$ cat config.mk
export PLATFORM = sky130hd
export DESIGN_NAME = spi_serializer
export DESIGN_NICKNAME = d
export VERILOG_FILES = /design/src/hdl/spi_serializer_pkg.sv /design/src/hdl/spi_ctrl_fsm.sv /design/src/hdl/spi_sclk_gen.sv /design/src/hdl/spi_serializer.sv /design/src/hdl/spi_shift_reg.sv
export SDC_FILE = /design/constraint.sdc
export NUM_CORES = 1
export LEC_CHECK = 0
export BUFFER_PORTS_ARGS = -buffer_cell sky130_fd_sc_hd__buf_2
export CORE_AREA = 2 2 47 49
export CTS_CLUSTER_SIZE = 8
export DETAILED_ROUTE_END_ITERATION = 8
export DIE_AREA = 0 0 49 51
export PLACE_DENSITY = 0.75
export SLEW_MARGIN = 20
export SYNTH_ARGS = -nofsm -noshare
export SYNTH_HDL_FRONTEND = slang
export SYNTH_SLANG_ARGS = --single-unit
export TNS_END_PERCENT = 100
$ cat constraint.sdc
create_clock -name clk -period 1.6 [get_ports clk]
set_clock_uncertainty 0.05 [all_clocks]
set_input_delay 0.08 -clock clk [delete_from_list [all_inputs] [get_ports clk]]
set_output_delay 0.08 -clock clk [all_outputs]
set_load 0.005 [all_outputs]
$ cat src/hdl/spi_serializer_pkg.sv
`default_nettype none

// shared types for the spi serializer
// the controller owns the state and the datapath blocks see only the control struct
package spi_serializer_pkg;

    // word width used when the top level is not overridden
    localparam int SPI_DATA_WIDTH_DEFAULT = 8;

    // controller states in the order they are visited during one transfer
    // idle waits for a word, load pops it, shift sends it, complete flags the end
    typedef enum logic [1:0] {
        st_idle     = 2'd0,
        st_load     = 2'd1,
        st_shift    = 2'd2,
        st_complete = 2'd3
    } spi_state_e;

    // commands from the controller to the serial clock and the shift register
    // load is high for the single load cycle
    // shift_phase is high while bits are still going out on mosi
    typedef struct packed {
        logic load;
        logic shift_phase;
    } spi_ctrl_t;

endpackage

`default_nettype wire

$ cat src/hdl/spi_ctrl_fsm.sv
`timescale 1ns/1ns
`default_nettype none

// transfer controller for the serializer
// it walks idle, load, shift and complete once per word taken from the fifo
// all outputs are decoded from the state register so they change only on clk
module spi_ctrl_fsm
    import spi_serializer_pkg::*;
(
    input  logic      clk,
    input  logic      rst,
    // fifo is empty, so there is nothing to send
    input  logic      empty,
    // bit counter in the shift register has reached zero
    input  logic      last_bit,
    output spi_ctrl_t ctrl,
    output logic      read_en,
    output logic      done
);

    spi_state_e state_q;
    spi_state_e state_d;

    // state register
    always_ff @(posedge clk or posedge rst) begin
        if (rst) begin
            state_q <= st_idle;
        end else begin
            state_q <= state_d;
        end
    end

    // next state logic
    always_comb begin
        state_d = state_q;
        case (state_q)
            st_idle: begin
                // the fifo is show-ahead, so a low empty means a word is waiting
                if (!empty) begin
                    state_d = st_load;
                end
            end
            st_load: begin
                // the word is captured at the end of this cycle, always move on
                state_d = st_shift;
            end
            st_shift: begin
                // last_bit rises one cycle after the final decrement
                if (last_bit) begin
                    state_d = st_complete;
                end
            end
            st_complete: begin
                state_d = st_idle;
            end
            default: begin
                state_d = st_idle;
            end
        endcase
    end

    // the pop strobe lines up with the load cycle so the fifo advances
    // on the same edge where the shift register takes read_data
    assign read_en = (state_q == st_load);

    // done is a single pulse because complete always returns to idle
    assign done = (state_q == st_complete);

    always_comb begin
        ctrl.load = (state_q == st_load);
        // the final shift cycle only waits for the state to change
        // so the serial clock is held low there and cannot start a ninth period
        ctrl.shift_phase = (state_q == st_shift) && !last_bit;
    end

endmodule

`default_nettype wire

$ cat src/hdl/spi_sclk_gen.sv
`timescale 1ns/1ns
`default_nettype none

// serial clock generator
// a free running divider sets the pace and sclk moves on every falling
// transition of it, so each sclk level lasts two clk cycles
module spi_sclk_gen
    import spi_serializer_pkg::*;
(
    input  logic      clk,
    input  logic      rst,
    input  spi_ctrl_t ctrl,
    output logic      sclk,
    // one cycle pulse in the first clk cycle with sclk low after a fall
    output logic      sclk_fall
);

    logic clk_div;
    logic div_falling;

    // divide by two, runs whether or not a transfer is in progress
    always_ff @(posedge clk or posedge rst) begin
        if (rst) begin
            clk_div <= 1'b0;
        end else begin
            clk_div <= ~clk_div;
        end
    end

    // the divider is high now and drops at the coming edge
    assign div_falling = clk_div;

    // sclk only toggles while shifting
    // between transfers it is forced low and stays there
    always_ff @(posedge clk or posedge rst) begin
        if (rst) begin
            sclk <= 1'b0;
        end else if (!ctrl.shift_phase) begin
            sclk <= 1'b0;
        end else if (div_falling) begin
            sclk <= ~sclk;
        end
    end

    // flag the edge where sclk goes from high to low
    // the shift register uses it to step to the next bit while sclk is low
    always_ff @(posedge clk or posedge rst) begin
        if (rst) begin
            sclk_fall <= 1'b0;
        end else begin
            sclk_fall <= ctrl.shift_phase && div_falling && sclk;
        end
    end

endmodule

`default_nettype wire

$ cat src/hdl/spi_serializer.sv
`timescale 1ns/1ns
`default_nettype none

// spi serializer top level
// takes one word from a show-ahead fifo and sends it msb first on mosi
// with sclk idling low, then pulses done
module spi_serializer
    import spi_serializer_pkg::*;
#(
    parameter int DATA_WIDTH = SPI_DATA_WIDTH_DEFAULT
) (
    input  logic                  clk,
    input  logic                  rst,
    // fifo side, read_data is valid whenever empty is low
    input  logic                  empty,
    input  logic [DATA_WIDTH-1:0] read_data,
    output logic                  read_en,
    // serial side
    output logic                  sclk,
    output logic                  mosi,
    // one cycle pulse at the end of each word
    output logic                  done
);

    // commands from the controller to both datapath blocks
    spi_ctrl_t ctrl;
    // falling sclk marker that steps the shift register
    logic      sclk_fall;
    // counter has run out
    logic      last_bit;

    // controller
    spi_ctrl_fsm u_ctrl_fsm (
        .clk      (clk),
        .rst      (rst),
        .empty    (empty),
        .last_bit (last_bit),
        .ctrl     (ctrl),
        .read_en  (read_en),
        .done     (done)
    );

    // serial clock and its fall marker
    spi_sclk_gen u_sclk_gen (
        .clk       (clk),
        .rst       (rst),
        .ctrl      (ctrl),
        .sclk      (sclk),
        .sclk_fall (sclk_fall)
    );

    // data path
    // the width is handed down from here so one setting sizes the whole design
    spi_shift_reg #(
        .DATA_WIDTH (DATA_WIDTH)
    ) u_shift_reg (
        .clk       (clk),
        .rst       (rst),
        .ctrl      (ctrl),
        .read_data (read_data),
        .sclk_fall (sclk_fall),
        .mosi      (mosi),
        .last_bit  (last_bit)
    );

endmodule

`default_nettype wire

$ cat src/hdl/spi_shift_reg.sv
`timescale 1ns/1ns
`default_nettype none

// parallel to serial shift register with its bit counter
// the word leaves msb first and a new bit appears after every falling sclk
module spi_shift_reg
    import spi_serializer_pkg::*;
#(
    parameter int DATA_WIDTH = SPI_DATA_WIDTH_DEFAULT
) (
    input  logic                  clk,
    input  logic                  rst,
    input  spi_ctrl_t             ctrl,
    input  logic [DATA_WIDTH-1:0] read_data,
    input  logic                  sclk_fall,
    output logic                  mosi,
    output logic                  last_bit
);

    // the counter must hold DATA_WIDTH itself, not just DATA_WIDTH-1
    localparam int CNT_WIDTH = $clog2(DATA_WIDTH + 1);

    logic [DATA_WIDTH-1:0] shift_q;
    logic [CNT_WIDTH-1:0]  bit_cnt_q;
    logic                  step;

    // advance one bit per serial clock period, only while shifting
    assign step = ctrl.shift_phase && sclk_fall;

    // data register
    // zeros enter from the bottom so the word is empty after the last step
    always_ff @(posedge clk) begin
        if (ctrl.load) begin
            shift_q <= read_data;
        end else if (step) begin
            shift_q <= {shift_q[DATA_WIDTH-2:0], 1'b0};
        end
    end

    // bits still to go out on mosi
    always_ff @(posedge clk or posedge rst) begin
        if (rst) begin
            bit_cnt_q <= '0;
        end else if (ctrl.load) begin
            bit_cnt_q <= CNT_WIDTH'(DATA_WIDTH);
        end else if (step) begin
            bit_cnt_q <= bit_cnt_q - 1'b1;
        end
    end

    // the msb is on the line from the start of shift
    // each bit changes half way through the low sclk level
    // and holds across the next rising edge where the receiver samples it
    assign mosi = ctrl.shift_phase & shift_q[DATA_WIDTH-1];

    // the counter is zero in idle too, the controller only looks at it in shift
    assign last_bit = (bit_cnt_q == '0);

endmodule

`default_nettype wire

# Yosys cells after proc, flatten, opt, wreduce, memory -nomap -nowiden
# Index checks and enable logic that the tools add are counted.
[totals]
ff_bits = 17
ram_bits = 0
mem_bits_ro = 0
n_memories = 0
latch_bits = 0
[classes]
mux = 9
n_mul = 0
n_reduce_logical = 9
eq_ne = 6
div_mod_pow = 0
n_shift = 0
n_lt_le_gt_ge = 0
n_bitwise = 3
n_addsub = 1
[op_table]
columns = ["op", "n"]
rows = [
  ["$mux 8", 2],
  ["$mux 4", 2],
  ["$pmux 2 s4", 1],
  ["$eq 2x2->1 const B", 2],
  ["$logic_and 1x1->1", 4],
  ["$logic_not 4->1", 1],
  ["$mux 2", 2],
  ["$ne 2x2->1 const B", 2],
  ["$sub 4x1->4 const B", 1],
  ["$eq 2x1->1 const B", 1],
  ["$logic_not 2->1", 1],
  ["$mux 1", 2],
  ["$ne 2x1->1 const B", 1],
  ["$not 1->1", 2],
  ["$reduce_and 2->1", 1],
  ["$reduce_bool 2->1", 1],
  ["$and 1x1->1", 1],
  ["$logic_not 1->1", 1],
]

# Logic depth before layout (Yosys ltp)
[logic_depth]
ltp_word = 6
ltp_mapped = 5

# By module
# A second synthesis with hierarchy kept.
[unflattened]
hier_cells = 63
hier_area_um2 = 830.8
[by_module_without_submodules]
columns = ["module", "cells_each", "area_per_inst_um2", "n_inst", "seq_area_each_um2"]
rows = [
  ["spi_shift_reg", 41, 559.3, 1, 340.3],
  ["spi_ctrl_fsm", 14, 166.4, 1, 50.0],
  ["spi_sclk_gen", 8, 105.1, 1, 75.1],
]

# Worst setup path before layout
# Ideal clock, no wire load.
[synth_path]
path_kind = "register -> register"
startpoint = "register u_shift_reg.bit_cnt_q[0]"
endpoint = "register u_ctrl_fsm.state_q[1]"
period_less_slack_ns = 1.677
t_arrival_ns = 1.500
setup_ns = 0.128
slack_ns = -0.077
stages_incl_launch_ff = 6
path_cell_list = "dfrtp_1 -> inv_1 -> ha_1 -> or3b_4 -> a21oi_2 -> mux2_1"
[synth_between]
elab_chain_len = 3
[synth_lines]
columns = ["item", "line", "text"]
rows = [
  ["start: declaration", "spi_shift_reg.sv:24", "logic [CNT_WIDTH-1:0] bit_cnt_q;"],
  ["start signal: assignment", "spi_shift_reg.sv:45", "bit_cnt_q <= CNT_WIDTH'(DATA_WIDTH);"],
  ["start signal: assignment", "spi_shift_reg.sv:47", "bit_cnt_q <= bit_cnt_q - 1'b1;"],
  ["$logic_not 4->1", "spi_shift_reg.sv:57", "assign last_bit = (bit_cnt_q == '0);"],
  ["$ne 2x1->1 (no source line)", "--", ""],
  ["$reduce_and 2->1 (no source line)", "--", ""],
  ["end signal: assignment", "spi_ctrl_fsm.sv:27", "state_q <= st_idle;"],
  ["end signal: assignment", "spi_ctrl_fsm.sv:29", "state_q <= state_d;"],
  ["end: declaration", "spi_ctrl_fsm.sv:21", "spi_state_e state_q;"],
]
# No other way between the ends.
# A chain may end at the register's enable or synchronous reset.

# Final worst setup path
[layout_path]
startpoint = "register u_shift_reg.bit_cnt_q[1]"
endpoint = "output port mosi"
[layout_between]
elab_chain_len = 4
[layout_lines]
columns = ["item", "line", "text"]
rows = [
  ["$logic_not 4->1", "spi_shift_reg.sv:57", ""],
  ["$logic_not 1->1", "spi_ctrl_fsm.sv:73", "ctrl.shift_phase = (state_q == st_shift) && !last_bit;"],
  ["$logic_and 1x1->1", "spi_ctrl_fsm.sv:73", ""],
  ["$and 1x1->1", "spi_shift_reg.sv:54", "assign mosi = ctrl.shift_phase & shift_q[DATA_WIDTH-1];"],
  ["end: declaration", "spi_serializer.sv:20", "output logic mosi,"],
]
# No other way between the ends.

==> impl_metrics.yaml <==
status:
  status: "complete, but fails checks"
  failed_checks: "setup timing"
worst_setup_path:
  reg2reg_to: "u_ctrl_fsm.state_q[1]$_DFFE_PP0P_"
  cp.depth: 6
  cp-start-kind: "flop"
  reg2reg_depth: 6
  cpPeakStageDelay_ps: 410
  crit_arrival_ps: 1700
  worstPathCellList: "inv_2 > ha_4 > or3b_4 > buf_6 > and3_4 > buf_6"
  cpMostUsedCell: "buf_6"
  criticalPathCategory: "reg2out"
  critPathMaxFanout: 2
  critical_path.top_delay_family: "simple AND/OR/NAND/NOR gates"
  worst-path-buf-inv: 3
  critPathRequiredTime_ps: 1470
  critPathSlowestCell: "dfrtp_1"
  r2r-start: "u_shift_reg.bit_cnt_q[1]$_DFFE_PP0P_"
  ff2ff_setup_slack_ps: -150
  endpoint_kind: "primary output"
drt:
  wl_met2_um: 862
  drc_errors: 0
  wl_um: 1690
  wl_per_cell_um: 13.1
  vias: 615
  first_iter_violations: 2
  vias_per_cell: 4.77
  antenna_left: 0
  highest_layer: "met4"
  met1_length_um: 740
  wl_met3_um: 63
  drt_pass1_iterations: 4
clock_tree:
  htreeDepth: 1
  clk_latency_ps: 290
  numCtsBuffers: 3
  cts_buffer_depth: 2
  cts_tree: "built"
  cts.reportedPaths.clkPinSlew_ps: 100
  cts_root_buf: "clkbuf_4"
  clock_sinks: 17
layout:
  drive_gt1_share_pct: 56.4
  stdcell_area_mm2: 0.00121
  regArea_um2: 465
  fillCellCount: 169
  multi_input_area_um2: 425
  antenna_cells: 0
  fin_nets: 120
  area_growth_pct: 42.5
  final_core_util_pct: 58.6
yosys:
  synthCells: 67
  syn-cell-area_um2: 848
  ys_top_cells_by_area: "edfxtp_1 (28%), dfrtp_1 (27%), ha_1 (10%)"
  synth_top_cell_area_share_pct: 28.3
  ys_seq_area_share_pct: 54.9
  synth_fp_nets: 85
  ys_seq_elements: 17
  syn_area_per_cell_um2: 12.7
  yosys_warnings: 0
  synth_cell_types: 28
  synth_top_cell_by_area: "edfxtp_1"
power:
  powerDensity_mw_per_mm2: 1470
  ir_drop_v: 0.00121
  finalPower_w: 0.00178
  p_leak_nw: 0.530
floorplan:
  initial_core_util_pct: 41.1
  die_w_um: 49
  dieArea_mm2: 0.00250
  placeableCoreArea_mm2: 0.00206
  die_y_um: 51
  ioPinCount: 15
  row_count: 17
timing:
  slew_viol_final: 0
  rsz0062_at_grt: "yes"
  setup_slack_ps: -232
  fin_crit_sh_pct: 115
  tightestPinTransition_ps: 384
  fmaxAchievable_ghz: 0.546
  final-hold-violation-count: 0
  setup_viol: 12
  slew_headroom_pct: 74.2
  post-route-min-period_ps: 1830
placement:
  dpl-instance-area_mm2: 0.00103
  place.port_buffers: 14
  place_congestion: 0.765
  dp.final_hpwl_um: 1110
  dp_slack_ps: -68.2
global_routing:
  grt_pass1_wl_um: 2700
  grt_pass1_vias: 638
  gr-usage-all-layers_pct: 14.2
  grt-ovfl-total: 0
  antenna_found_initial: 0
  grt_max_degree: 16
min_path:
  holdPathStages: 2
  min_to: "u_shift_reg.shift_q[0]$_SDFFCE_PN0P_"
  hold_path_startpoint: "read_data[0]"
  hold_path.class: "in2reg"
run:
  max_cap_viol_count: 0
[synth_stat cells (all sizes together)]
master  instances
buf             1
nand3           1
xor2            1
nor3b           1
dfrtp           9
inv             7
and2            2
mux2            8
or3             1
edfxtp          8
nor4            1
nand2           2
a21oi           3
nor2            4
mux2i           1
a211oi          1
o21ai           1
o32a            1
or3b            1
a211o           1
ha              7
and4            1
or2             1
a31oi           1
and3            2
[where the power goes]
group	leakage, nW	total [W]	internal (W)	switching, W
clock	0.0150	0.000235	0.0000971	0.000137
sequential	0.186	0.000712	0.000637	0.0000750
combinational	0.328	0.000829	0.000483	0.000346
total	0.530	0.00178	0.00122	0.000559
[through the flow]
step | hold slack, ps | cells | TNS [ps]
final | 15.6 | 129 | -1080
after global routing | 17.0 | 129 | -1920
after floorplan | -142 | 67 | -58.5
after CTS | 17.0 | 125 | -397
after detailed placement | 19.3 | 116 | -355
after global placement | 6.99 | 116 | -73.2
[registers in the layout, indices dropped and copies added (netlist names)]
signal / flops
u_shift_reg.bit_cnt_q: 4
u_ctrl_fsm.state_q: 2
u_sclk_gen.sclk_fall: 1
u_sclk_gen.clk_div: 1
u_shift_reg.shift_q: 8
u_sclk_gen.sclk: 1
[layer usage]
layer	track usage (%)	up-vias
li1	-	306
met1	16.7	289
met2	26.5	16
met3	1.75	4
met4	5.71	0
met5	0	-
[logic make-up after synthesis]
logic type	Yosys count	share of synthesized area, %
muxes	9	11.8
buffers and inverters	8	3.69
DFF	17	54.9
AOI/OAI and AO/OA	8	6.64
adders and majority gates	7	10.3
xor gates and xnor gates	1	1.03
and+or+nand+nor	17	11.7
[worst max path at each step]
stage / start / endpoint
after floorplan: u_shift_reg.bit_cnt_q[0]$_DFFE_PP0P_ / u_ctrl_fsm.state_q[1]$_DFFE_PP0P_
after global placement: u_shift_reg.bit_cnt_q[1]$_DFFE_PP0P_ / u_ctrl_fsm.state_q[1]$_DFFE_PP0P_
after detailed placement: u_shift_reg.bit_cnt_q[1]$_DFFE_PP0P_ / u_ctrl_fsm.state_q[1]$_DFFE_PP0P_
after CTS: u_shift_reg.bit_cnt_q[0]$_DFFE_PP0P_ / mosi
after global routing: u_shift_reg.bit_cnt_q[1]$_DFFE_PP0P_ / mosi
final: u_shift_reg.bit_cnt_q[1]$_DFFE_PP0P_ / mosi
[final cells by class]
cell class	count	share of cell area, %
multi-input combinational	42	35.2
tap	28	2.90
sequential	17	38.5
inverter	7	2.17
timing repair buffer	31	19.0
clock buffer	4	2.17
[cell usage in the layout, fill, tap and decap left out, drive strengths merged]
cell         netlist  layout
a211o              1       1
a211oi             1       1
a21oi              3       3
a31oi              1       1
and2               2       2
and3               2       2
and4               1       1
buf                1      30
clkbuf             0       4
dfrtp              9       9
dlygate4sd3        0       1
edfxtp             8       8
ha                 7       7
inv                7       7
mux2               8       8
mux2i              1       1
nand2              2       2
nand3              1       1
nor2               4       4
nor3b              1       1
nor4               1       1
o21ai              1       1
o32a               1       1
or2                1       1
or3                1       1
or3b               1       1
xor2               1       1
[repair_timing]
action                                  in CTS  in global routing
hold buffers                                 1                  0
endpoints found under the hold margin        9                  0
buffers inserted                             4                  4
resized for setup                            9                 12
endpoints found under the setup margin      11                 22
pin swaps                                    4                  6
(Power assumes the default switching activity.)
